## config.mk

```make
export PLATFORM = sky130hd
export DESIGN_NAME = mem_wb_stage
export DESIGN_NICKNAME = d
export VERILOG_FILES = /design/src/rtl/riscv_isa_pkg.sv /design/src/rtl/pipe_pkg.sv /design/src/rtl/mem_wb_stage.sv
export VERILOG_INCLUDE_DIRS = /design/src /design/src/include
export SDC_FILE = /design/constraint.sdc
export NUM_CORES = 2
export LEC_CHECK = 0
export BUFFER_PORTS_ARGS = -buffer_cell sky130_fd_sc_hd__buf_2
export CAP_MARGIN = 10
export CORE_ASPECT_RATIO = 0.75
export CORE_MARGIN = 1.5
export CORE_UTILIZATION = 60
export CTS_CLUSTER_DIAMETER = 40
export DETAILED_ROUTE_END_ITERATION = 8
export PLACE_DENSITY = 0.76
export SKIP_CTS_REPAIR_TIMING = 1
export SYNTH_ARGS = -nofsm -noshare
export SYNTH_HDL_FRONTEND = slang
export SYNTH_SLANG_ARGS = --single-unit
export TNS_END_PERCENT = 30
```

## constraint.sdc

```tcl
create_clock -name clk_i -period 3.4 [get_ports clk_i]
set_input_delay 0.68 -clock clk_i [delete_from_list [all_inputs] [get_ports clk_i]]
set_output_delay 0.68 -clock clk_i [all_outputs]
set_load 0.05 [all_outputs]
```

## src/include/core_defines.svh

```systemverilog
`ifndef CORE_DEFINES_SVH
`define CORE_DEFINES_SVH

// data path and register width
`define XLEN 32

// register index width, 32 architectural registers
`define REG_ADDR_W 5

// word address width of the data memory, 64 words
`define DMEM_ADDR_W 6

`endif

```

## src/rtl/riscv_isa_pkg.sv

```systemverilog
`default_nettype none

package riscv_isa_pkg;

    // major opcodes of the supported subset
    typedef enum logic [6:0] {
        OPC_OP     = 7'b0110011,
        OPC_OP_IMM = 7'b0010011,
        OPC_LUI    = 7'b0110111,
        OPC_LOAD   = 7'b0000011,
        OPC_STORE  = 7'b0100011
    } opcode_e;

    typedef enum logic [3:0] {
        ALU_ADD    = 4'd0,
        ALU_SUB    = 4'd1,
        ALU_AND    = 4'd2,
        ALU_OR     = 4'd3,
        ALU_XOR    = 4'd4,
        ALU_SLT    = 4'd5,
        // lui passes the immediate straight through
        ALU_PASS_B = 4'd6
    } alu_op_e;

    localparam logic [2:0] F3_ADD_SUB = 3'b000;
    localparam logic [2:0] F3_SLT     = 3'b010;
    localparam logic [2:0] F3_XOR     = 3'b100;
    localparam logic [2:0] F3_OR      = 3'b110;
    localparam logic [2:0] F3_AND     = 3'b111;
    localparam logic [2:0] F3_LW_SW   = 3'b010;

    // funct7 that turns add into sub
    localparam logic [6:0] F7_SUB     = 7'b0100000;

endpackage

`default_nettype wire

```

## src/rtl/pipe_pkg.sv

```systemverilog
`default_nettype none

`include "core_defines.svh"

package pipe_pkg;

    typedef struct packed {
        logic                   valid;
        logic [`XLEN-1:0]       pc;
        logic [31:0]            instr;
    } if_id_t;

    typedef struct packed {
        logic                   valid;
        riscv_isa_pkg::alu_op_e alu_op;
        logic [`REG_ADDR_W-1:0] rs1;
        logic                   rs1_re;
        logic [`REG_ADDR_W-1:0] rs2;
        logic                   rs2_re;
        logic [`XLEN-1:0]       rs1_val;
        logic [`XLEN-1:0]       rs2_val;
        logic [`XLEN-1:0]       imm;
        logic                   use_imm;
        logic [`REG_ADDR_W-1:0] rd;
        logic                   rd_we;
        logic                   mem_re;
        logic                   mem_we;
    } id_ex_t;

    typedef struct packed {
        logic                   valid;
        logic [`XLEN-1:0]       alu_val;
        logic [`XLEN-1:0]       store_val;
        logic [`REG_ADDR_W-1:0] rd;
        logic                   rd_we;
        logic                   mem_re;
        logic                   mem_we;
    } ex_mem_t;

    // MEM/WB register, also the retire record
    typedef struct packed {
        logic                   valid;
        logic [`REG_ADDR_W-1:0] rd;
        logic [`XLEN-1:0]       rd_val;
        logic                   rd_we;
    } wb_t;

endpackage

`default_nettype wire

```

## src/rtl/mem_wb_stage.sv

```systemverilog
`default_nettype none
`timescale 1ns/100ps

`include "core_defines.svh"

module mem_wb_stage (
    input  wire                      clk_i,
    input  wire                      rst_n_i,
    input  wire pipe_pkg::ex_mem_t   ex_mem_i,
    output pipe_pkg::wb_t            wb_o
);

    logic [`XLEN-1:0]        dmem [2**`DMEM_ADDR_W];
    logic [`DMEM_ADDR_W-1:0] word_addr;
    pipe_pkg::wb_t           wb_d;

    // word access only, byte offset ignored
    assign word_addr = ex_mem_i.alu_val[`DMEM_ADDR_W+1:2];

    always_ff @(posedge clk_i) begin
        if (ex_mem_i.valid && ex_mem_i.mem_we) begin
            dmem[word_addr] <= ex_mem_i.store_val;
        end
    end

    always_comb begin
        wb_d.valid  = ex_mem_i.valid;
        wb_d.rd     = ex_mem_i.rd;
        wb_d.rd_we  = ex_mem_i.rd_we;
        // load data comes back in the same cycle
        wb_d.rd_val = ex_mem_i.mem_re ? dmem[word_addr] : ex_mem_i.alu_val;
    end

    always_ff @(posedge clk_i or negedge rst_n_i) begin
        if (!rst_n_i) begin
            wb_o <= '0;
        end else begin
            wb_o <= wb_d;
        end
    end

    a_mem_excl: assert property (
        @(posedge clk_i) disable iff (!rst_n_i)
        ex_mem_i.valid |-> !(ex_mem_i.mem_re && ex_mem_i.mem_we)
    ) else $error("load and store set together");

endmodule

`default_nettype wire

```

# Word-level counts from Yosys, hierarchy flattened
# Memories as Yosys holds them, arrays and structs flattened.
# Cells that the tools add are included.
[totals] wordCells=9 n_memories=1 input_bits=75 reg_bits=39 mem_bits_rw=2048
[op_classes] n_reduce_logical=1 muxes=3
[memory_table] memory="dmem" words=64 width=32 rd=1 rd_ports_with_merged_regs=0 wr=1 line_no="mem_wb_stage.sv:13" text="logic [`XLEN-1:0] dmem [2**`DMEM_ADDR_W];"
[ops] cell="32-bit 2-to-1 mux" count=1
[ops] cell="1-bit 2-to-1 mux" count=2
[ops] cell="1-bit logical AND" count=1

# Longest topological paths before layout
[depth] word_depth=3 ltp_mapped=11

# Worst setup path after synthesis
# No wires, ideal clock.
[synth_path] kind="input -> register" start="input ex_mem_i[44] (netlist bit)" end="memory dmem[17][0] (netlist bit), enable pin" t_arrival_ps=3297 path_slack_ps=-318 stages=7 n_path_buf=4 path_cell_list="buf_4 -> buf_6 -> buf_2 -> nor3b_1 -> clkbuf_1 -> nand2_1 -> nor2_1"
[synth_rtl] element="start, declared" line_no="mem_wb_stage.sv:9" text="input wire pipe_pkg::ex_mem_t ex_mem_i,"
[synth_rtl] element="end, declared" line_no="mem_wb_stage.sv:13"
# No word-level cell before the write port.

==> results.yml <==
layout:
  stdcell_area_mm2: 0.0938
  area_growth_pct: 17.8
  layout-drive-gt1-share: 0.278
  fillers: 7637
  layout.nets: 4727
place:
  portBuffers: 113
  dpl_cell_area_mm2: 0.0871
  dpl.hpwl_um: 161000
  dp_slack_ns: -0.332
  place_congestion: 0.984
sta:
  relSlewSlack: 0.120
  fin_crit_sh: 0.985
  setup_viol: 0
  layout_min_cycle_time_ns: 3.35
  max_freq_mhz: 299
  rsz0062_at_grt: "false"
  hold_viol_final: 0
  maxSlewViolCount: 0
  fin_skew_ns: 0.0341
  hold-worst-slack_ns: 0.00935
  tightest_slew_ns: 1.32
  finalWorstSetupSlack_ns: 0.0502
pwr:
  p_comb_frac: 0.066
  power.density_mw_per_mm2: 578
  seqPwrFrac: 0.524
  cellInternalPower_mw: 41.9
  p_leak_nw: 30.5
  p_sw_frac: 0.229
  peakVddDrop_v: 0.000535
  clkPwrFrac: 0.409
  p_sw_mw: 12.4
yosys:
  synthFlopType: "edfxtp_1"
  seq_area_frac_synth: 0.784
  synth-edff-count: 2048
  synth_area_per_cell_um2: 19.3
  synth_common_cells: "edfxtp_1, a221oi_1, mux4_2, nor2_1, a22oi_1"
  yosysTopAreaCell: "edfxtp_1"
  synth.most_common_cell: "edfxtp_1"
  syn_nets: 4202
  synthesis.area_mm2: 0.0797
  synth_top_area_frac: 0.772
  synth.lib_cells_used.distinct: 65
  synth_area_leaders: "edfxtp_1, mux4_2, a221oi_1"
  ys_ff_latch: 2087
  synthArstFlopShare: 0.0187
  yosys_warnings: 0
  netlist_instances: 4127
global_routing:
  antenna_found_initial: 25
  use_met3: 0.180
  grt_busiest_layer: "met2"
  grt_use_met2: 0.534
  grt_pass1_vias: 46500
  grt_overflow_total: 0
  grt_use_met1: 0.530
  grt_use_total: 0.390
  grt_max_degree: 65
  grt_pass1_wl_um: 362000
floorplan:
  fp.dieH_um: 319
  io_pins: 114
  coreArea_mm2: 0.132
  dieArea_mm2: 0.135
  rows: 115
  die_w_um: 424
  start_util: 0.606
routing:
  post-route-drc-count: 0
  first_pass_iters: 7
  drtAntennaViolNets: 0
  vias: 49000
  wl_per_cell_um: 40.0
  drt_iter0_drc: 9710
  drt-total-wl_um: 263000
  viasPerCell: 7.43
setup_path:
  worstSetupPathType: "in2reg"
  rrSetupSlack_ns: 0.63
  worst_r2r_path_depth: 7
  regToRegEndpoint: "wb_o[4]$_DFF_PN0_"
  crit_arrival_ns: 4.04
  crit_fanout: 40
  rr_startpoint: "dmem[45][3]$_DFFE_PP_"
  start_kind: "primary input"
  crit_path_end_kind: "flip-flop"
  crit_required_ns: 4.09
clock_tree:
  cts-root-buf: "clkbuf_16"
  cts_buffer_depth: 3
  numCtsBuffers: 198
  cts_sinks: 2087
  htree_num_levels: 4
  cts_tree: "done"
  path_clk_slew_ns: 0.06
  clk_latency_ns: 0.86
flow_run:
  maxCapViolCount: 0
run_status:
  status: "complete, no violations"
hold_path:
  hold_class: "in2async"
-- how the worst max path moves through the flow --
stage	slack, ns	depth (start not counted)	from	end
floorplan	-0.32	7	ex_mem_i[44]	dmem[17][0]$_DFFE_PP_
global placement	-0.28	10	ex_mem_i[44]	wb_o[4]$_DFF_PN0_
detailed placement	-0.33	10	ex_mem_i[44]	wb_o[4]$_DFF_PN0_
CTS	0.48	10	ex_mem_i[44]	wb_o[4]$_DFF_PN0_
global route	0.20	10	ex_mem_i[44]	wb_o[4]$_DFF_PN0_
finish	0.05	10	ex_mem_i[44]	wb_o[4]$_DFF_PN0_
-- flip-flops by register name (all words and copies together) (netlist names) --
signal	cells
dmem	2048
wb_o	39
-- layout by cell type (no fill, tap or decap), types with 17 or more instances in the layout --
cell type  Yosys  routed
nand2_1       74      73
a31oi_1       23      23
and3_1        17      17
clkbuf_16      0     199
nor2_1       185     119
a221o_1       29      29
o21ai_0       92      92
a21oi_1      101     101
o22ai_1       97      97
edfxtp_1    2048    2048
buf_12         0     150
a221oi_1     237     237
mux4_2       186     186
buf_4         39     340
buf_2        128     110
mux2i_1      167     167
mux2_2       161     161
clkinv_2       0      32
a22oi_1      170     170
dfrtp_1       39      39
clkinv_1       0      32
a22o_1        26      26
nor2_4         0      67
clkbuf_1      98      43
-- critical path, cell delays in order --
cell	delay, ns
buf_8	0.37
buf_4	0.30
nand2b_1	0.22
buf_4	0.25
o22ai_1	0.14
a221oi_1	1.02
o22ai_1	0.18
nor3_1	0.46
buf_4	0.21
a32oi_1	0.11
-- cells by family (layout without fill, tap and decap cells) --
| logic type | Yosys count | count (layout) | synth area share |
|---|---|---|---|
| AO/OA/AOI/OAI | 877 | 877 | 0.0815 |
| buffers and inverters | 290 | 991 | 0.0180 |
| flip-flops | 2087 | 2087 | 0.784 |
| AND/OR/NAND/NOR | 359 | 359 | 0.0201 |
| other | 0 | 5 | 0 |
| multiplexers | 514 | 514 | 0.0963 |
-- power groups by stage --
stage	sequential [mW]	clock, mW	combinational (mW)
floorplan	29.1	0	1.39
global route	28.5	23.2	3.62
finish	28.5	22.2	3.60
global placement	29.0	0	3.31
CTS	28.5	22.2	3.40
detailed placement	29.0	0	3.38
-- cell type report --
class | instances | area, µm² | area share
inverter | 5 | 27.5 | 0.000293
sequential | 2087 | 62500 | 0.666
antenna | 5 | 12.5 | 0.000133
clock inverter | 125 | 1280 | 0.0136
timing repair buffer | 610 | 6220 | 0.0663
tap | 1755 | 2200 | 0.0234
clock buffer | 251 | 5270 | 0.0561
multi-input combinational | 1750 | 16400 | 0.174
-- layer usage --
layer	vias up	part of all wire	wire, µm
met5	-	0.0013	333
met4	36	0.063	16700
met3	1139	0.20	52000
met2	5207	0.41	109000
met1	24200	0.33	85800
li1	18400	-	-
-- metrics by stage --
| stage | cells | total power [mW] | TNS, ns | utilization |
|---|---|---|---|---|
| 2_1_floorplan | 4127 | 30.5 | -273.06 | - |
| 3_3_place_gp | 6195 | 32.3 | -0.388 | 0.662 |
| 3_5_place_dp | 6195 | 32.4 | -0.526 | 0.662 |
| 4_1_cts | 6571 | 54.1 | 0 | 0.712 |
| 5_1_grt | 6585 | 55.3 | 0 | 0.714 |
| 6_report | 6588 | 54.3 | 0 | 0.714 |
Power figures use the tool's default switching activity.
