### config.mk
export PLATFORM = sky130hd
export DESIGN_NAME = decode_stage
export DESIGN_NICKNAME = d
export VERILOG_FILES = /design/src/rtl/riscv_isa_pkg.sv /design/src/rtl/pipe_pkg.sv /design/src/rtl/decode_stage.sv
export VERILOG_INCLUDE_DIRS = /design/src /design/src/include
export SDC_FILE = /design/constraint.sdc
export NUM_CORES = 2
export LEC_CHECK = 0
export BUFFER_PORTS_ARGS = -buffer_cell sky130_fd_sc_hd__buf_2
export CORE_MARGIN = 4
export CORE_UTILIZATION = 35
export DETAILED_ROUTE_END_ITERATION = 10
export SYNTH_ARGS = -nofsm -noshare
export SYNTH_HDL_FRONTEND = slang
export SYNTH_SLANG_ARGS = --single-unit
### constraint.sdc
create_clock -name clk_i -period 1.61 [get_ports clk_i]
set_clock_uncertainty 0.05 [all_clocks]
set_input_delay 0.161 -clock clk_i [delete_from_list [all_inputs] [get_ports clk_i]]
set_output_delay 0.161 -clock clk_i [all_outputs]
set_load 0.02 [all_outputs]
### src/include/core_defines.svh
`ifndef CORE_DEFINES_SVH
`define CORE_DEFINES_SVH

// data path and register width
`define XLEN 32

// register index width, 32 architectural registers
`define REG_ADDR_W 5

// word address width of the data memory, 64 words
`define DMEM_ADDR_W 6

`endif

### src/rtl/riscv_isa_pkg.sv
`default_nettype none

package riscv_isa_pkg;

    // major opcodes of the supported subset
    typedef enum logic [6:0] {
        OPC_OP     = 7'b0110011,
        OPC_OP_IMM = 7'b0010011,
        OPC_LUI    = 7'b0110111,
        OPC_LOAD   = 7'b0000011,
        OPC_STORE  = 7'b0100011
    } opcode_e;

    typedef enum logic [3:0] {
        ALU_ADD    = 4'd0,
        ALU_SUB    = 4'd1,
        ALU_AND    = 4'd2,
        ALU_OR     = 4'd3,
        ALU_XOR    = 4'd4,
        ALU_SLT    = 4'd5,
        // lui passes the immediate straight through
        ALU_PASS_B = 4'd6
    } alu_op_e;

    localparam logic [2:0] F3_ADD_SUB = 3'b000;
    localparam logic [2:0] F3_SLT     = 3'b010;
    localparam logic [2:0] F3_XOR     = 3'b100;
    localparam logic [2:0] F3_OR      = 3'b110;
    localparam logic [2:0] F3_AND     = 3'b111;
    localparam logic [2:0] F3_LW_SW   = 3'b010;

    // funct7 that turns add into sub
    localparam logic [6:0] F7_SUB     = 7'b0100000;

endpackage

`default_nettype wire

### src/rtl/pipe_pkg.sv
`default_nettype none

`include "core_defines.svh"

package pipe_pkg;

    typedef struct packed {
        logic                   valid;
        logic [`XLEN-1:0]       pc;
        logic [31:0]            instr;
    } if_id_t;

    typedef struct packed {
        logic                   valid;
        riscv_isa_pkg::alu_op_e alu_op;
        logic [`REG_ADDR_W-1:0] rs1;
        logic                   rs1_re;
        logic [`REG_ADDR_W-1:0] rs2;
        logic                   rs2_re;
        logic [`XLEN-1:0]       rs1_val;
        logic [`XLEN-1:0]       rs2_val;
        logic [`XLEN-1:0]       imm;
        logic                   use_imm;
        logic [`REG_ADDR_W-1:0] rd;
        logic                   rd_we;
        logic                   mem_re;
        logic                   mem_we;
    } id_ex_t;

    typedef struct packed {
        logic                   valid;
        logic [`XLEN-1:0]       alu_val;
        logic [`XLEN-1:0]       store_val;
        logic [`REG_ADDR_W-1:0] rd;
        logic                   rd_we;
        logic                   mem_re;
        logic                   mem_we;
    } ex_mem_t;

    // MEM/WB register, also the retire record
    typedef struct packed {
        logic                   valid;
        logic [`REG_ADDR_W-1:0] rd;
        logic [`XLEN-1:0]       rd_val;
        logic                   rd_we;
    } wb_t;

endpackage

`default_nettype wire

### src/rtl/decode_stage.sv
`default_nettype none
`timescale 1ns/100ps

`include "core_defines.svh"

module decode_stage (
    input  wire                     clk_i,
    input  wire                     rst_n_i,
    input  wire pipe_pkg::if_id_t   if_id_i,
    input  wire pipe_pkg::wb_t      wb_i,
    output pipe_pkg::id_ex_t        id_ex_o
);

    riscv_isa_pkg::opcode_e opcode;
    logic [2:0]             funct3;
    logic [6:0]             funct7;
    logic [`XLEN-1:0]       imm_i;
    logic [`XLEN-1:0]       imm_s;
    logic [`XLEN-1:0]       imm_u;
    logic [`XLEN-1:0]       regs [2**`REG_ADDR_W];
    pipe_pkg::id_ex_t       id_ex_d;

    assign opcode = riscv_isa_pkg::opcode_e'(if_id_i.instr[6:0]);
    assign funct3 = if_id_i.instr[14:12];
    assign funct7 = if_id_i.instr[31:25];

    assign imm_i = {{(`XLEN-12){if_id_i.instr[31]}}, if_id_i.instr[31:20]};
    assign imm_s = {{(`XLEN-12){if_id_i.instr[31]}}, if_id_i.instr[31:25], if_id_i.instr[11:7]};
    assign imm_u = {if_id_i.instr[31:12], 12'b0};

    // x0 reads zero, a same-cycle writeback wins over the array
    function automatic logic [`XLEN-1:0] rf_read(input logic [`REG_ADDR_W-1:0] addr);
        logic [`XLEN-1:0] val;
        if (addr == '0) begin
            val = '0;
        end else if (wb_i.valid && wb_i.rd_we && wb_i.rd == addr) begin
            val = wb_i.rd_val;
        end else begin
            val = regs[addr];
        end
        return val;
    endfunction

    // shared by register and immediate forms
    function automatic riscv_isa_pkg::alu_op_e alu_sel(input logic [2:0] f3, input logic sub);
        riscv_isa_pkg::alu_op_e op;
        case (f3)
            riscv_isa_pkg::F3_ADD_SUB: op = sub ? riscv_isa_pkg::ALU_SUB : riscv_isa_pkg::ALU_ADD;
            riscv_isa_pkg::F3_SLT:     op = riscv_isa_pkg::ALU_SLT;
            riscv_isa_pkg::F3_XOR:     op = riscv_isa_pkg::ALU_XOR;
            riscv_isa_pkg::F3_OR:      op = riscv_isa_pkg::ALU_OR;
            riscv_isa_pkg::F3_AND:     op = riscv_isa_pkg::ALU_AND;
            default:                   op = riscv_isa_pkg::ALU_ADD;
        endcase
        return op;
    endfunction

    always_comb begin
        id_ex_d         = '0;
        id_ex_d.valid   = if_id_i.valid;
        id_ex_d.alu_op  = riscv_isa_pkg::ALU_ADD;
        id_ex_d.rs1     = if_id_i.instr[19:15];
        id_ex_d.rs2     = if_id_i.instr[24:20];
        id_ex_d.rd      = if_id_i.instr[11:7];
        id_ex_d.rs1_val = rf_read(if_id_i.instr[19:15]);
        id_ex_d.rs2_val = rf_read(if_id_i.instr[24:20]);
        case (opcode)
            riscv_isa_pkg::OPC_OP: begin
                id_ex_d.rs1_re = 1'b1;
                id_ex_d.rs2_re = 1'b1;
                id_ex_d.rd_we  = 1'b1;
                id_ex_d.alu_op = alu_sel(funct3, funct7 == riscv_isa_pkg::F7_SUB);
            end
            riscv_isa_pkg::OPC_OP_IMM: begin
                id_ex_d.rs1_re  = 1'b1;
                id_ex_d.rd_we   = 1'b1;
                id_ex_d.use_imm = 1'b1;
                id_ex_d.imm     = imm_i;
                id_ex_d.alu_op  = alu_sel(funct3, 1'b0);
            end
            riscv_isa_pkg::OPC_LUI: begin
                id_ex_d.rd_we   = 1'b1;
                id_ex_d.use_imm = 1'b1;
                id_ex_d.imm     = imm_u;
                id_ex_d.alu_op  = riscv_isa_pkg::ALU_PASS_B;
            end
            riscv_isa_pkg::OPC_LOAD: begin
                id_ex_d.rs1_re  = 1'b1;
                id_ex_d.rd_we   = 1'b1;
                id_ex_d.mem_re  = 1'b1;
                id_ex_d.use_imm = 1'b1;
                id_ex_d.imm     = imm_i;
            end
            riscv_isa_pkg::OPC_STORE: begin
                id_ex_d.rs1_re  = 1'b1;
                id_ex_d.rs2_re  = 1'b1;
                id_ex_d.mem_we  = 1'b1;
                id_ex_d.use_imm = 1'b1;
                id_ex_d.imm     = imm_s;
            end
            // unknown opcode still retires, with every enable low
            default: ;
        endcase
        if (id_ex_d.rd == '0) begin
            id_ex_d.rd_we = 1'b0;
        end
    end

    always_ff @(posedge clk_i or negedge rst_n_i) begin
        if (!rst_n_i) begin
            for (int i = 0; i < 2**`REG_ADDR_W; i++) begin
                regs[i] <= '0;
            end
        end else if (wb_i.valid && wb_i.rd_we) begin
            regs[wb_i.rd] <= wb_i.rd_val;
        end
    end

    always_ff @(posedge clk_i or negedge rst_n_i) begin
        if (!rst_n_i) begin
            id_ex_o <= '0;
        end else begin
            id_ex_o <= id_ex_d;
        end
    end

endmodule

`default_nettype wire

==> After elaboration in Yosys (flattened, before gate mapping) <==
Cells that the tools add are included.
{ "word_totals": {"in_bits": 106, "regBits": 1146, "word_cells": 101, "out_inout_bits": 122} }
{ "classes": {"n_lt_le_gt_ge": 4, "muxes": 24, "bitwise": 3, "eq_ne": 12, "reduce_logical": 12} }
{ "ops": {"columns": ["operator", "count"], "rows": [
  ["$bwmux 1024", 1],
  ["$bmux 32 s5", 2],
  ["$mux 32", 9],
  ["$demux 32 s5", 1],
  ["$pmux 33 s3", 1],
  ["$eq 7x6->1 const B", 4],
  ["$ge 6x6->1 const B", 3],
  ["$not 5->6", 3],
  ["$logic_not 5->1", 3],
  ["$pmux 3 s5", 1],
  ["$pmux 3 s4", 1],
  ["$pmux 4 s3", 1],
  ["$eq 5x5->1", 2],
  ["$eq 3x3->1 const B", 3],
  ["$reduce_or 4->1", 2],
  ["$eq 7x2->1 const B", 1],
  ["$eq 7x5->1 const B", 1],
  ["$mux 1", 7],
  ["$lt 6x1->1 const B", 1],
  ["$logic_and 1x1->1", 4],
  ["$reduce_or 2->1", 2],
  ["$eq 3x2->1 const B", 1],
  ["$logic_not 3->1", 1]
]} }

==> Longest topological paths before layout <==
{ "logic_depth": {"word_depth": 6, "depth_mapped": 10} }

==> Least setup slack after synthesis <==
OpenSTA, ideal clock, no wires.
{ "synth_timing": {"path_type": "input to register", "from": "input port if_id_i[20] in the netlist's numbering", "to": "register id_ex_o[44] in the netlist's numbering", "setup_time_ns": 0.126, "cell_stages": 7, "arrival_time_ns": 1.761, "setup_slack_ns": -0.327, "cell_sequence": "buf_6 buf_6 buf_2 mux4_2 a22oi_1 a21oi_1 a221o_1"} }
{ "synth_lines": {"columns": ["item", "line_no", "text"], "rows": [
  ["start: declaration", "decode_stage.sv:9", "input wire pipe_pkg::if_id_t if_id_i,"],
  ["end signal: assignment", "decode_stage.sv:123", "id_ex_o <= id_ex_d;"],
  ["end: declaration", "decode_stage.sv:11", "output pipe_pkg::id_ex_t id_ex_o"]
]} }

==> impl_results.md <==
- Status: finished with violations
- Failing checks: negative setup slack
- Leak pwr: 34.1 nW
- Global-route wire length before repair: 320 mm
- Slew Limit Fails: 0
- Combinational fraction of design power: 0.185
- Final Hold Viols: 0
- Die height: 414 um
- Hpwl dp: 146 mm
- Clock Latency Late Sink: 0.76 ns
- CP Cell Sequence: mux4_2 > nor2b_1 > a211oi_2 > nor4_1 > a211o_1
- Post-synth EDFFs: 0
- Synth cell types: 62
- Post-Syn Nets: 4,302
- CTS tree: built
- CTS sink cnt: 1,145
- GRT overflow: 0
- WS Path Type: reg -> reg
- Max FO, Critical Path: 2
- Die W: 414 um
- P_sw: 22.1 mW
- Final cell count without fillers: 7,292
- Relative slew slack: 0.482
- IO Count: 228
- Number of DRC markers in iteration 0: 4,507
- Drt pass-1 iters: 6
- Sequential area share after synthesis: 0.496
- Fmax: 0.584 GHz
- Critical path data arrival time: 2.30 ns
- Worst-margin pin slew: 0.776 ns
- # DRC: 0
- Critical path's largest stage delay: 0.45 ns
- Reg2Reg Depth: 5
- Most frequent cells in the layout: dfrtp_1 (1,114), mux2_2 (751), buf_4 (622)
- Vias in the first global route: 44,600
- Final setup vio count: 25
- Clock power share: 0.387
- Max cap viols: 0
- Root Buffer: clkbuf_16
- Ratio of cells with drive above 1 in the final layout: 0.525
- Final worst-path cycle share: 1.06
- WL/cell: 30.1 um
- Most common cell after layout, fill and taps aside: dfrtp_1
- Largest net degree at the start of global routing: 88
- Number of CTS-inserted buffers: 132
- VDD IR max: 1.08 mV
- Worst-path clk slew: 0.06 ns
- Slowest CP cell: mux4_2
- # port buffers: 194
- Full die area: 172,000 um^2
- Async S/R FF share, synth: 1.00
- Synthesis-stage register bit count: 1,145
- Initial antenna violation count: 7
- Via count: 42,900
- Initial Utilization: 0.354
- Final Critical Period: 1.71 ns
- Placed Cells: 6,952
- Core ar.: 163,000 um^2
- Synthesis Warnings: 0
- Worst Hold Depth: 2
- Switching Share: 0.268
- H-Tree Depth: 4
- Via density: 5.88
- Routed wire length: 220 mm
- ANT nets after route: 0
- Mean Syn Cell Area: 13.8 um^2
- Nets: 5,123
- Netlist Area Pre-Place: 57,800 um^2
- Pwr/cell area: 1100 nW/um^2
- Max Root-Sink Buffers: 3
- Top_reg_cell synth: dfrtp_1
- GRT Total Usage: 0.253
- Worst Setup Start Kind: register
- Pint: 60.3 mW
- Synth-to-layout area growth: 29.6%
- Mapped Cells: 4,196
- Hold Path Class: in -> reg
- GP Congestion: 0.879
- Worst setup margin: -0.101 ns
- Setup repair after global routing missed its margin: true
- Row cnt: 148
- CP endpoint kind: register
- Reg power frac: 0.428
- Worst Path Required: 2.20 ns
- Final core utilization: 0.459
## synth_stat cells (8+ instances only)
master,instances,area (um^2)
nor3_1,39,195
inv_1,34,128
a211o_1,11,96.3
buf_1,23,86.3
a221oi_2,11,165
nand4_1,10,62.6
a221o_1,9,90.1
o22a_1,13,114
clkbuf_1,206,773
nand2_1,286,1070
a221oi_1,23,201
a21oi_1,33,165
buf_4,12,90.1
nor2b_1,37,231
a22oi_1,15,113
nand2b_1,16,100
a211oi_1,45,338
a21o_1,21,158
mux2i_1,119,1190
o22ai_1,152,951
nor2_1,111,417
o311a_1,8,80.1
buf_6,24,270
buf_2,134,671
mux4_2,449,10100
nand3_1,36,180
nand3b_1,9,67.6
nor4_1,12,75.1
dfrtp_1,1145,28700
o21ai_0,303,1520
mux2_2,771,8680
## registers in the layout (all words and copies together) (netlist names)
name and count:
regs 1024, id_ex_o 121
## per-stage QoR
step	hold slack (ns)	power [mW]	worst slack [ns]	area, um^2	TNS [ns]
2_1_floorplan	-0.185	43.6	-0.145	58600	-10.98
3_3_place_gp	-0.0293	49.5	-0.616	68200	-268.18
3_5_place_dp	-0.0295	49.9	-0.661	68200	-279.17
4_1_cts	0.0119	82.5	-0.0940	74300	-2.40
5_1_grt	0.0289	85.6	-0.145	74900	-2.99
6_report	0.0564	82.4	-0.101	74900	-1.11
## cell families after synthesis
logic type	synth area share
xor+xnor	0.00167
other cells	0.0000649
simple gates	0.0465
compound gates	0.0728
buf+inv	0.0362
flops	0.496
mux	0.347
## per-layer routing
layer  wire length, um  GRT usage  share of wire  vias to the layer above
met5                 0          0              0                        -
met4             11900      0.118          0.054                        0
met3             17400     0.0557          0.079                      564
met2            102000      0.396           0.47                     2101
met1             88100      0.335           0.40                    22600
li1                  -          -              -                    17600
## path summary, 6_finish.rpt
path,from,endpoint,slack (ns)
worst min register to register,regs[488],regs[488],0.45
max in group asynchronous,rst_n_i,id_ex_o[79],0.24
worst max register to register,regs[969],id_ex_o[50],-0.10
worst min-delay path,if_id_i[7],id_ex_o[3],0.06
worst max-delay path,regs[969],id_ex_o[50],-0.10
min in group asynchronous,rst_n_i,regs[427],0.34
## worst max-delay path: cells and delay by family (launching register included)
kind | cells | cell delay [ns]
AOI/OAI and AO/OA | 2 | 0.46
muxes | 1 | 0.45
DFF | 1 | 0.41
and+or+nand+nor | 2 | 0.23
## power by group through the flow
stage / logic, mW / clock network [mW] / registers, mW
floorplan: 8.71 / 0 / 34.8
global placement: 14.1 / 0 / 35.4
detailed placement: 14.4 / 0 / 35.6
CTS: 14.9 / 32.4 / 35.1
global route: 16.3 / 33.6 / 35.6
finish: 15.2 / 31.9 / 35.2
## final cells by class
class / count / area, um^2
Fill cell: 14400 / 88400
Sequential cell: 1145 / 28700
Multi-Input combinational cell: 2614 / 28300
Timing Repair Buffer: 1090 / 10500
Clock buffer: 184 / 3830
Tap cell: 2175 / 2720
Clock inverter: 48 / 732
Inverter: 34 / 128
Antenna cell: 2 / 5.00
## what timing repair did
action	4_1_cts	5_1_grt
pin swaps	47	76
hold buffers	88	1
endpoints found under the hold margin	2022	2
resized for setup	169	121
setup buffers	15	6
endpoints found under the setup margin	81	100
(Power assumes the default switching activity.)
