$ cat src/include/core_defines.svh
`ifndef CORE_DEFINES_SVH
`define CORE_DEFINES_SVH

// data path and register width
`define XLEN 32

// register index width, 32 architectural registers
`define REG_ADDR_W 5

// word address width of the data memory, 64 words
`define DMEM_ADDR_W 6

`endif

$ cat src/rtl/riscv_isa_pkg.sv
`default_nettype none

package riscv_isa_pkg;

    // major opcodes of the supported subset
    typedef enum logic [6:0] {
        OPC_OP     = 7'b0110011,
        OPC_OP_IMM = 7'b0010011,
        OPC_LUI    = 7'b0110111,
        OPC_LOAD   = 7'b0000011,
        OPC_STORE  = 7'b0100011
    } opcode_e;

    typedef enum logic [3:0] {
        ALU_ADD    = 4'd0,
        ALU_SUB    = 4'd1,
        ALU_AND    = 4'd2,
        ALU_OR     = 4'd3,
        ALU_XOR    = 4'd4,
        ALU_SLT    = 4'd5,
        // lui passes the immediate straight through
        ALU_PASS_B = 4'd6
    } alu_op_e;

    localparam logic [2:0] F3_ADD_SUB = 3'b000;
    localparam logic [2:0] F3_SLT     = 3'b010;
    localparam logic [2:0] F3_XOR     = 3'b100;
    localparam logic [2:0] F3_OR      = 3'b110;
    localparam logic [2:0] F3_AND     = 3'b111;
    localparam logic [2:0] F3_LW_SW   = 3'b010;

    // funct7 that turns add into sub
    localparam logic [6:0] F7_SUB     = 7'b0100000;

endpackage

`default_nettype wire

$ cat src/rtl/pipe_pkg.sv
`default_nettype none

`include "core_defines.svh"

package pipe_pkg;

    typedef struct packed {
        logic                   valid;
        logic [`XLEN-1:0]       pc;
        logic [31:0]            instr;
    } if_id_t;

    typedef struct packed {
        logic                   valid;
        riscv_isa_pkg::alu_op_e alu_op;
        logic [`REG_ADDR_W-1:0] rs1;
        logic                   rs1_re;
        logic [`REG_ADDR_W-1:0] rs2;
        logic                   rs2_re;
        logic [`XLEN-1:0]       rs1_val;
        logic [`XLEN-1:0]       rs2_val;
        logic [`XLEN-1:0]       imm;
        logic                   use_imm;
        logic [`REG_ADDR_W-1:0] rd;
        logic                   rd_we;
        logic                   mem_re;
        logic                   mem_we;
    } id_ex_t;

    typedef struct packed {
        logic                   valid;
        logic [`XLEN-1:0]       alu_val;
        logic [`XLEN-1:0]       store_val;
        logic [`REG_ADDR_W-1:0] rd;
        logic                   rd_we;
        logic                   mem_re;
        logic                   mem_we;
    } ex_mem_t;

    // MEM/WB register, also the retire record
    typedef struct packed {
        logic                   valid;
        logic [`REG_ADDR_W-1:0] rd;
        logic [`XLEN-1:0]       rd_val;
        logic                   rd_we;
    } wb_t;

endpackage

`default_nettype wire

$ cat src/rtl/fetch_stage.sv
`default_nettype none
`timescale 1ns/100ps

`include "core_defines.svh"

module fetch_stage (
    input  wire                clk_i,
    input  wire                rst_n_i,
    input  wire                instr_valid_i,
    input  wire [31:0]         instr_i,
    output pipe_pkg::if_id_t   if_id_o
);

    logic [`XLEN-1:0] seq_pc;
    pipe_pkg::if_id_t fetch_q;

    // issue strobe is sampled here, then handed on to IF/ID
    always_ff @(posedge clk_i or negedge rst_n_i) begin
        if (!rst_n_i) begin
            seq_pc  <= '0;
            fetch_q <= '0;
            if_id_o <= '0;
        end else begin
            fetch_q.valid <= instr_valid_i;
            fetch_q.pc    <= seq_pc;
            fetch_q.instr <= instr_i;
            if_id_o       <= fetch_q;
            // pc only moves on real instructions
            if (instr_valid_i) begin
                seq_pc <= seq_pc + `XLEN'd4;
            end
        end
    end

endmodule

`default_nettype wire

$ cat config.mk
export PLATFORM = sky130hd
export DESIGN_NAME = fetch_stage
export DESIGN_NICKNAME = d
export VERILOG_FILES = /design/src/rtl/riscv_isa_pkg.sv /design/src/rtl/pipe_pkg.sv /design/src/rtl/fetch_stage.sv
export VERILOG_INCLUDE_DIRS = /design/src /design/src/include
export SDC_FILE = /design/constraint.sdc
export NUM_CORES = 1
export LEC_CHECK = 0
export BUFFER_PORTS_ARGS = -buffer_cell sky130_fd_sc_hd__buf_2
export CORE_MARGIN = 5
export CORE_UTILIZATION = 50
export CTS_BUF_LIST = sky130_fd_sc_hd__clkbuf_4
export DETAILED_ROUTE_END_ITERATION = 7
export PLACE_DENSITY = 0.82
export SLEW_MARGIN = 20
export SYNTH_ARGS = -nofsm -noshare
export SYNTH_HDL_FRONTEND = slang
export SYNTH_SLANG_ARGS = --single-unit
$ cat constraint.sdc
create_clock -name clk_i -period 1.7 [get_ports clk_i]
set_input_delay 0.085 -clock clk_i [delete_from_list [all_inputs] [get_ports clk_i]]
set_output_delay 0.085 -clock clk_i [all_outputs]
set_load 0.01 [all_outputs]
---- Word level (Yosys, flattened, before mapping) ----
Index checks and enable logic that the tools add are counted.
word-level totals
  input bits .............................. 35
  register bits after elaboration ......... 162
  output and inout bits ................... 65
  word-level logic and storage cells ...... 8
operators by class
  add/sub/neg operators ................... 1
operators with widths
  cell                                            number
  adder 32 x 3 -> 32 bit (second input constant)  1

---- Depth between registers and ports, before layout ----
Gate-level depths: netlist of the first run.
  depth in word-level cells ............... 1
  gate-level depth with buffers ........... 5
  depth with buffers taken out ............ 5

---- Least setup slack after synthesis of the first run ----
No wires, ideal clock.
  kind .................................... register to register
  start point ............................. reg seq_pc[2]
  end point ............................... reg seq_pc[26]
  arrival ................................. 1.496 ns
  path slack .............................. 0.081 ns
  data required time ...................... 1.577 ns
  stages on the path, launching flop included .. 6
  library setup time ...................... 0.123 ns
  path through ............................ dfrtp_1 -> ha_1 -> nand4_1 -> nor4_1 -> nand4_1 -> xnor2_1
on the way
  cells in the longest elaborated chain, start to end .. 1
ends and longest elaborated chain
  item                    line               RTL
  from (decl)             fetch_stage.sv:14  logic [`XLEN-1:0] seq_pc;
  from (signal assigned)  fetch_stage.sv:30  seq_pc <= seq_pc + `XLEN'd4;
  adder 32 x 3 -> 32 bit  fetch_stage.sv:30
Every way passes these cells.
A chain may end at the register's enable or synchronous reset.

---- Final worst setup path of the first run ----
  start point ............................. reg seq_pc[3]
  end point ............................... reg seq_pc[16]
The elaborated chain is that of the path after synthesis.

==> results of run 1 <==
-- cell type report --
type	instances	area share
clock buffers	18	0.0223
flip-flops and latches	156	0.645
clock inverters	14	0.0246
multi-input cells	84	0.107
well taps	108	0.0223
inverters	3	0.00186
repair buffers	160	0.177
-- how the worst min path moves through the flow --
stage | startpoint | endpoint | slack [ns] | depth (start not counted)
floorplan | rst_n_i | fetch_q[0] | -0.21 | 0
global placement | rst_n_i | if_id_o[5] | 0.09 | 1
detailed placement | rst_n_i | if_id_o[6] | 0.09 | 1
CTS | rst_n_i | if_id_o[6] | 0.08 | 2
global route | rst_n_i | if_id_o[6] | 0.11 | 2
finish | rst_n_i | if_id_o[6] | 0.12 | 2
-- stage by stage --
stage	power (W)	instance area [sq um]	worst slack, ns	hold slack, ns
6_report	0.00703	6060	0.0924	0.116
5_1_grt	0.00742	6060	-0.0371	0.114
4_1_cts	0.00701	5970	0.00684	0.0804
3_5_place_dp	0.00481	5340	0.0143	0.0884
3_3_place_gp	0.00477	5340	0.0749	0.0877
2_1_floorplan	0.00444	4570	0.0811	-0.211
-- layer usage --
layer | up-vias | GRT usage | part of all wire
li1 | 1169 | - | -
met3 | 11 | 0.0544 | 0.063
met5 | - | 0 | 0
met4 | 0 | 0.0444 | 0.012
met1 | 1258 | 0.208 | 0.43
met2 | 84 | 0.252 | 0.49
-- timing repair --
item	in CTS	in global routing
resized for setup	2	3
buffers inserted	0	10
hold buffers	34	0
cloned	0	0
endpoints found under the setup margin	3	8
pin swaps	0	3
hold endpoints to repair	192	0
-- sequential cells by signal, summed over array words and instances, names as in the netlist --
name     flops
if_id_o     63
fetch_q     63
seq_pc      30
-- power breakdown --
group / total, W / leakage (nW) / switching (W) / internal (W)
combinational: 0.000726 / 0.971 / 0.000350 / 0.000376
clock: 0.00213 / 0.150 / 0.00132 / 0.000801
sequential: 0.00418 / 1.97 / 0.000152 / 0.00403
-- Yosys cell counts, drive strengths merged, types with 2 or more instances --
library cell and n:
and3 3, or4 2, nor2 3, dfrtp 156
buf 3, nand4 8, xor2 10, nor4 8
nand2 10, and4 3, nand3 10, inv 3
xnor2 19, nor3 3
-- kinds of logic (layout without fill, tap and decap cells) --
| logic type | count (synthesis) | after routing |
|---|---|---|
| XOR/XNOR | 29 | 29 |
| flip-flops | 156 | 156 |
| buffers and inverters | 6 | 195 |
| adder cells (fa/ha/maj) | 1 | 1 |
| multiplexers | 1 | 1 |
| other | 1 | 2 |
| AND/OR/NAND/NOR | 51 | 51 |
-- worst max-delay path: cells and delay by family, from the launching register on --
family	cells	cell delay, ns
simple gates	3	0.58
xor+xnor	1	0.14
flops	1	0.42
buf+inv	1	0.17
fa+ha+maj	1	0.20
==> results.md, run 1 <==
- Die height: 106 um
- DR iter-0 viols: about 140
- Area share of fa/ha/maj cells after synthesis: 0.00274
- Post-synthesis register bit count: ~160
- Total wire length: just over 8000 um
- Worst Setup End Kind: flip-flop
- Synth area leaders: dfrtp_1 86%, xnor2_1 3.6%, xor2_1 1.9%, nand3_1 0.99%, nand4_1 0.96%
- CORE AREA: between 8000 and 9000 sq um
- Core Util, Final: 0.688
- Top_reg_cell synth: dfrtp_1
- R2r endpoint: seq_pc[16]
- Post-DP HPWL: 4940 um
- Final cell count without fillers: 543
- Reg2reg setup slack: between 0.09 and 0.1 ns
- CTS buffer count: 17
- Final ANT Viol Nets: 0
- Antenna violations before repair: 0
- Most used cell, CP: nand4_1
- Diodes inserted: 0
- DRC viols: 0
- Storage cell area: 3910 sq um
- Xor-xnor portion of the synthesized cell area: 0.0557
- R2R cell count: 6
- Worst VDD drop: approximately 0.00053 V
- Setup tns final: 0 ns
- Post-synthesis mux area share: 0.00247
- Critical Path Sink: seq_pc[16]
- Fillers: ~570
- Asr flop ratio synth: 1.00
- TritonCTS clock tree: done
- Minimum clock period: approximately 1.6 ns
- Req. time, crit path: around 2.1 ns
- Row cnt: 34
- Vias/cell: ~4.6
- GRT Overall Usage: 0.158
- Crit-path cells: ha_2 > nand4_1 > nor4_1 > buf_4 > nand4_1 > xnor2_1
- Largest family of logic cells by synthesized area: simple AND/OR/NAND/NOR gates
- Fin crit share: 0.946
- Clock Skew: between 0.01 and 0.015 ns
- Crit-path max FO: 4
- CTS Buffer Depth: 2
- Area of the multi-input gates: around 650 sq um
- Total number of vias: approximately 2500
- Initial core utilization: 0.518
- Status: completed
- Distinct cells, synth: 25
- Worst hold path class: input port to asynchronous set/reset pin
- Placed cells: ~470
- Most common cell after layout, fill and taps aside: dfrtp_1
- Critical path class: flip-flop to flip-flop
- Pleak: ~3.1 nW
- Fmax: 0.622 GHz
- Die W: roughly 110 um
- Simple-Gate Fraction of Synth Area: 0.0752
- Worst Max-Slew Pin Slew: ~0.54 ns
- Synth area leader: dfrtp_1
- CP max-delay cell: dfrtp_1
- Max_slew headroom: 0.640
- WP data arrival: roughly 2.0 ns
- Final Wtd Congestion: 0.763
- CP startpoint: seq_pc[3]
- Clock-pin slew on the worst setup and hold paths: about 0.14 ns
- CTS root buffer: clkbuf_4
- Slew Viols, Final: 0
- Power density cells: about 1200 nW/um^2
- I/O Pins: 100
- Hold Vio Cnt, Final: 0
- Max capacitance violation total: 0
- First-pass GRT wire length: 13600 um
- RSZ-0062 raised after global routing: yes
- # port buffers: 97
- Setup violators final: 0
- Worst Setup Start Kind: flip-flop
- Die area: approximately 11000 sq um
- Syn avg cell area: ~19 sq um
- Pin count of the biggest net entering global routing: 61
- Post-synth EDFFs: 0
- Synth Warn #: 0
- RR Startpoint: seq_pc[3]
- Area Growth Syn to Fin: 32.8%
- Most frequent cells in the layout: 155 x dfrtp_1, 96 x buf_2, 34 x dlygate4sd3_1
- Vias in the first global route: between 2000 and 3000
- Share of layout cells above drive strength 1: 0.398
- Area fraction in compound gates after synthesis: 0
- Mapped Area: around 4600 sq um
- Drt first pass iters: 4
- Global route overflow: 0
- Yosys top cell area share: 0.856
- Sequential-to-total area share from yosys stat: 0.856
- CP max stage delay: roughly 0.42 ns
- Wirelength per Cell: around 15 um
- Skew-Pair Late Insertion Delay: 0.50 ns
- Nets: about 460
- H-Tree Level Count: 4
- Synth Instances: roughly 250
- Clk sink count: roughly 160
Power figures use the tool's default switching activity.
==> inputs of run 2 (changes only) <==
--- a/config.mk
+++ b/config.mk
@@ -10,8 +10,10 @@
 export CORE_MARGIN = 5
 export CORE_UTILIZATION = 50
 export CTS_BUF_LIST = sky130_fd_sc_hd__clkbuf_4
+export CTS_CLUSTER_DIAMETER = 80
 export DETAILED_ROUTE_END_ITERATION = 7
 export PLACE_DENSITY = 0.82
+export REMOVE_ABC_BUFFERS = 1
 export SLEW_MARGIN = 20
 export SYNTH_ARGS = -nofsm -noshare
 export SYNTH_HDL_FRONTEND = slang
==> run 2 against run 1 <==
  * Via count is 0.12% higher
  * Combinational power decreased by 9.4%
  * First-iteration DRC count fell by 2.8%
  * Non-clock buffer count decreased by 1
  * Highest routed layer unchanged
  * Utilization is essentially flat
  * Largest power group unchanged
==> results.md, run 2 (synthesized netlist as in run 1, its figures left out) <==
- Final Wtd Congestion: 0.805 (+5.5%)
- CTS buffer count: 17 (unchanged)
- Core Util, Final: 0.688 (about the same)
- Max capacitance violation total: 0 (unchanged)
- Met1 Usage GRT: 0.224 (+0.0157)
- Row cnt: 34 (unchanged)
- Drt first pass iters: 4 (unchanged)
- Global route overflow: 0 (unchanged)
- Pleak: 3.08 nW (-0.33%)
- Clock Skew: 0.0132 ns (+0.00262 ns)
- GRT met3 Usage: 0.0648 (+0.0104)
- CTS Buffer Depth: 2 (unchanged)
- Slew Viols, Final: 0 (unchanged)
- Skew-Pair Late Insertion Delay: 0.51 ns (about the same)
- Setup ws final: 0.00202 ns (-0.0904 ns)
- # port buffers: 97 (unchanged)
- Fillers: 559 (-2.1%)
- Pin count of the biggest net entering global routing: 46 (-25%)
- Post-DP HPWL: 5300 um (+7.4%)
- Final ANT Viol Nets: 0 (unchanged)
- Setup tns final: 0 ns (unchanged)
- Vias in the first global route: 2820 (+5.8%)
- Setup violators final: 0 (unchanged)
- Area of the multi-input gates: 649 sq um (+0.39%)
- Fmax: 0.589 GHz (-5.3%)
- GR peak layer: met2
- Clk sink count: 156 (unchanged)
- DRC viols: 0 (unchanged)
- H-Tree Level Count: 4 (unchanged)
- Req. time, crit path: 2.14 ns (+0.05 ns)
- HP Start: instr_i[25]
- Worst VDD drop: 0.000627 V (+18%)
- Most frequent cells in the layout: 153 x dfrtp_1, 96 x buf_2, 35 x dlygate4sd3_1
- Area Growth Syn to Fin: 32.9% (about the same)
- First-pass GRT wire length: 14800 um (+9.1%)
- Top flop regs: fetch_q x63, if_id_o x63, seq_pc x30
- Worst Setup Start Kind: flip-flop
- Total wire length: 8880 um (+9.0%)
- Initial core utilization: 0.518 (unchanged)
- Fin crit share: 0.999 (+0.0532)
- Total number of vias: 2525 (+0.12%)
- Diodes inserted: 0 (unchanged)
- Total power: 0.00703 W (about the same)
- RSZ-0062 raised after global routing: yes
- Setup WS pre-CTS: -0.0259 ns (-0.0402 ns)
- GRT Overall Usage: 0.175 (+0.0169)
- Status: completed
- Antenna violations before repair: 0 (unchanged)
- I/O Pins: 100 (unchanged)
- Die area: 11100 sq um (unchanged)
- Worst hold path class: input port to flip-flop
- Share of layout cells above drive strength 1: 0.393 (-0.00509)
- Clock-pin slew on the worst setup and hold paths: 0.14 ns (about the same)
- Wirelength per Cell: 16.4 um (+9.4%)
- Hold Vio Cnt, Final: 0 (unchanged)
- Critical path class: flip-flop to flip-flop
- Routing usage on met2: 0.280 (+0.0273)
- Most common cell after layout, fill and taps aside: dfrtp_1
- RR Startpoint: seq_pc[7]
- Vias/cell: 4.67 (+0.49%)
- DR iter-0 viols: 138 (-2.8%)
- CORE AREA: 8810 sq um (unchanged)
- Worst Setup End Kind: flip-flop
- Nets: 457 (-0.22%)
- Crit-path max FO: 5 (+1)
- Storage cell area: 3910 sq um (about the same)
- WP data arrival: 2.14 ns (+0.14 ns)
- CTS root buffer: clkbuf_4
- Power density cells: 1160 nW/um^2 (about the same)
- Minimum clock period: 1.70 ns (+0.0904 ns)
- Die W: 106 um (unchanged)
- CP startpoint: seq_pc[7]
- Die height: 106 um (unchanged)
- TritonCTS clock tree: done
## run 2: worst paths after layout
check	depth (start not counted)	endpoint	slack [ns]
worst min register to register	0	if_id_o[35]	0.35
max in group asynchronous	4	fetch_q[0]	0.42
worst min-delay path	2	fetch_q[25]	0.21
min in group asynchronous	3	if_id_o[24]	0.58
worst max register to register	6	seq_pc[31]	0.002
worst max-delay path	6	seq_pc[31]	0.002
## run 2: repair_timing
action / in CTS / in global routing
endpoints found under the hold margin: 192 / 15
endpoints found under the setup margin: 4 / 6
gates cloned: 0 / 0
gates resized for setup: 2 / 5
pin swaps: 1 / 2
setup buffers: 0 / 9
hold buffers: 34 / 1
## run 2: layout make-up
class                      count  share of cell area
multi-input combinational     84               0.107
sequential                   156               0.645
clock inverter                14              0.0264
inverter                       3             0.00186
tap                          108              0.0223
timing repair buffer         159               0.177
clock buffer                  17              0.0211
## run 2: report_power, final
group	leakage, nW	switching, W	internal [W]	total, W
logic	0.971	0.000333	0.000325	0.000658
clock network	0.143	0.00129	0.000898	0.00219
registers	1.97	0.000158	0.00403	0.00418
## run 2: through the flow
stage,cells,instance area (sq um),hold WS (ns)
after CTS,531,5970,0.0164
final,541,6060,0.206
after detailed placement,466,5330,0.0240
after global placement,466,5330,0.0154
after global routing,541,6060,0.132
after floorplan,243,4540,-0.211
## run 2: metal layers
metal	share of wire	vias to the layer above
met1	0.42	1256
met4	0.013	0
met5	0	-
met3	0.067	14
met2	0.50	96
li1	-	1159
## run 2: worst max-delay path: stages (launching register included)
cell and delay (ns):
dfrtp_1 0.45, nand3_2 0.10, buf_4 0.17, nor4_1 0.34
buf_4 0.20, and4_1 0.21, xor2_1 0.16
==> inputs of run 3 (changes only) <==
--- a/config.mk
+++ b/config.mk
@@ -8,11 +8,11 @@
 export LEC_CHECK = 0
 export BUFFER_PORTS_ARGS = -buffer_cell sky130_fd_sc_hd__buf_2
 export CORE_MARGIN = 5
-export CORE_UTILIZATION = 50
+export CORE_UTILIZATION = 40
 export CTS_BUF_LIST = sky130_fd_sc_hd__clkbuf_4
 export CTS_CLUSTER_DIAMETER = 80
 export DETAILED_ROUTE_END_ITERATION = 7
-export PLACE_DENSITY = 0.82
+export PLACE_DENSITY = 0.67
 export REMOVE_ABC_BUFFERS = 1
 export SLEW_MARGIN = 20
 export SYNTH_ARGS = -nofsm -noshare
==> constraint.sdc (replaced) <==
create_clock -name clk_i -period 1.9 [get_ports clk_i]
set_input_delay 0.095 -clock clk_i [delete_from_list [all_inputs] [get_ports clk_i]]
set_output_delay 0.095 -clock clk_i [all_outputs]
set_load 0.01 [all_outputs]
==> run 3 against run 2 <==
  * Design area is 2.6% lower
  * Global-route usage is 5.5 points lower
  * Wire length is 17% lower
  * First-iteration DRC count is 54% higher
  * Clock skew is 0.00098 ns lower
  * Sequential power is 10% lower
  * Combinational power is 27% lower
  * Utilization is 17 points lower
  * Clock power is 20% lower
  * Critical path depth is 2 lower
  * Register-to-register slack better by 0.13 ns
==> results.md, run 3 (synthesized netlist as in run 1, its figures left out) <==
- Initial core utilization: 0.403 (-0.115)
- Antenna violations before repair: 0 (unchanged)
- Placed cells: 493 (+5.8%)
- Area of the multi-input gates: 628 sq um (-3.3%)
- Wirelength per Cell: 13.2 um (-20%)
- Diodes inserted: 0 (unchanged)
- R2R cell count: 4 (-2)
- I/O Pins: 100 (unchanged)
- TritonCTS clock tree: done
- Fmax: 0.564 GHz (-4.2%)
- Skew-Pair Late Insertion Delay: 0.51 ns (about the same)
- Max capacitance violation total: 0 (unchanged)
- Storage cell area: 3900 sq um (about the same)
- Total power: 0.00599 W (-15%)
- Fillers: 911 (+63%)
- Drt first pass iters: 4 (unchanged)
- Pleak: 2.97 nW (-3.5%)
- CP startpoint: seq_pc[6]
- Worst Max-Slew Pin Slew: between 0.5 and 0.6 ns
- Die height: 117 um (+11%)
- Die area: 13600 sq um (+23%)
- CTS Buffer Depth: 2 (unchanged)
- # port buffers: 97 (unchanged)
- DR iter-0 viols: 212 (+54%)
- Nets: 439 (-3.9%)
- GRT Overall Usage: 0.120 (-0.0548)
- Worst Setup End Kind: flip-flop
- Most common cell after layout, fill and taps aside: dfrtp_1
- CTS root buffer: clkbuf_4
- CORE AREA: 11300 sq um (+29%)
- Critical path class: flip-flop to flip-flop
- RR Startpoint: seq_pc[6]
- # Post-CTS Setup Buffers: 0 (unchanged)
- Clock-pin slew on the worst setup and hold paths: 0.13 ns (about the same)
- Dpl cell area: 5300 sq um (-0.54%)
- Fin crit share: 0.933 (-0.0657)
- Critical Path Sink: seq_pc[29]
- DRC viols: 0 (unchanged)
- Die W: 117 um (+11%)
- Total wire length: 7380 um (-17%)
- WP data arrival: 2.21 ns (+0.07 ns)
- Total number of vias: 2355 (-6.7%)
- Clk sink count: 156 (unchanged)
- Max_slew headroom: 0.641
- Final Wtd Congestion: 0.777 (-3.4%)
- Clock Skew: 0.0122 ns (-0.000983 ns)
- Worst VDD drop: 0.000518 V (-17%)
- Vias/cell: 4.21 (-9.7%)
- Final cell count without fillers: 559 (+3.3%)
- Post-route cell area: 5900 sq um (-2.6%)
- Row cnt: 39 (+15%)
- Vias in the first global route: 2593 (-8.0%)
- Crit-path max FO: 6 (+1)
- Worst Setup Start Kind: flip-flop
- Area Growth Syn to Fin: 29.4%
- First-pass GRT wire length: 12400 um (-17%)
- Top flop regs: fetch_q x63, if_id_o x63, seq_pc x30
- R2r endpoint: seq_pc[29]
- Setup violators final: 0 (unchanged)
- Power density cells: 1010 nW/um^2 (-13%)
- RSZ-0062 raised after global routing: no
- Hold Vio Cnt, Final: 0 (unchanged)
- Reg2reg setup slack: 0.13 ns (+0.13 ns)
- Post-DP HPWL: 4860 um (-8.4%)
- Status: completed
- Final ANT Viol Nets: 0 (unchanged)
- Setup tns final: 0 ns (unchanged)
- H-Tree Level Count: 4 (unchanged)
- CTS buffer count: 17 (unchanged)
- Share of layout cells above drive strength 1: 0.351 (-0.0416)
- Worst hold path class: input port to asynchronous set/reset pin
- Global route overflow: 0 (unchanged)
- Req. time, crit path: 2.34 ns (+0.20 ns)
- Minimum clock period: 1.77 ns (+0.0749 ns)
- Slew Viols, Final: 0 (unchanged)
- Pin count of the biggest net entering global routing: 55 (+20%)
- Most frequent cells in the layout: 156 x dfrtp_1, 96 x buf_2, 34 x dlygate4sd3_1
-- run 3: power by group --
group | switching (W) | leakage [nW] | internal [W] | total [W]
Sequential | 0.000147 | 1.97 | 0.00360 | 0.00375
Combinational | 0.000250 | 0.870 | 0.000233 | 0.000482
Clock | 0.00109 | 0.131 | 0.000662 | 0.00176
Total | 0.00149 | 2.97 | 0.00450 | 0.00599
-- run 3: layout make-up --
type / instances / share of cell area
flip-flops and latches: 156 / 0.661
repair buffers: 141 / 0.156
multi-input cells: 84 / 0.106
well taps: 143 / 0.0303
clock buffers: 18 / 0.0229
clock inverters: 14 / 0.0212
inverters: 3 / 0.00191
-- run 3: worst min path at each step --
stage,startpoint,end,slack [ns],cells past startpoint
floorplan,rst_n_i,fetch_q[0],-0.20,0
global placement,rst_n_i,if_id_o[30],0.07,1
global route,rst_n_i,if_id_o[1],0.05,2
finish,rst_n_i,if_id_o[1],0.08,2
CTS,rst_n_i,if_id_o[1],0.05,2
detailed placement,rst_n_i,if_id_o[1],0.07,1
-- run 3: metal layers --
metal,wire (um),track usage,vias up
met1,3190,0.151,1139
met2,3500,0.186,72
met3,599,0.0494,10
li1,-,-,1134
met4,92,0.0466,0
met5,0,0,-
-- run 3: repair_timing --
action | CTS | global route
resized for setup | 0 | 0
hold buffers | 34 | 0
endpoints found under the hold margin | 192 | 0
-- run 3: metrics by stage --
step / hold slack [ns] / setup WS (ns) / util
2_1_floorplan: -0.201 / 0.272 / -
3_3_place_gp: 0.0662 / 0.187 / 0.468
3_5_place_dp: 0.0729 / 0.145 / 0.468
4_1_cts: 0.0511 / 0.114 / 0.521
5_1_grt: 0.0490 / 0.00179 / 0.521
6_report: 0.0769 / 0.127 / 0.521
-- run 3: critical path: stages, from the launching register on --
cell     delay [ns]
dfrtp_1        0.45
nand3_2        0.15
or4_1          0.71
nor4_4         0.21
xor2_1         0.18
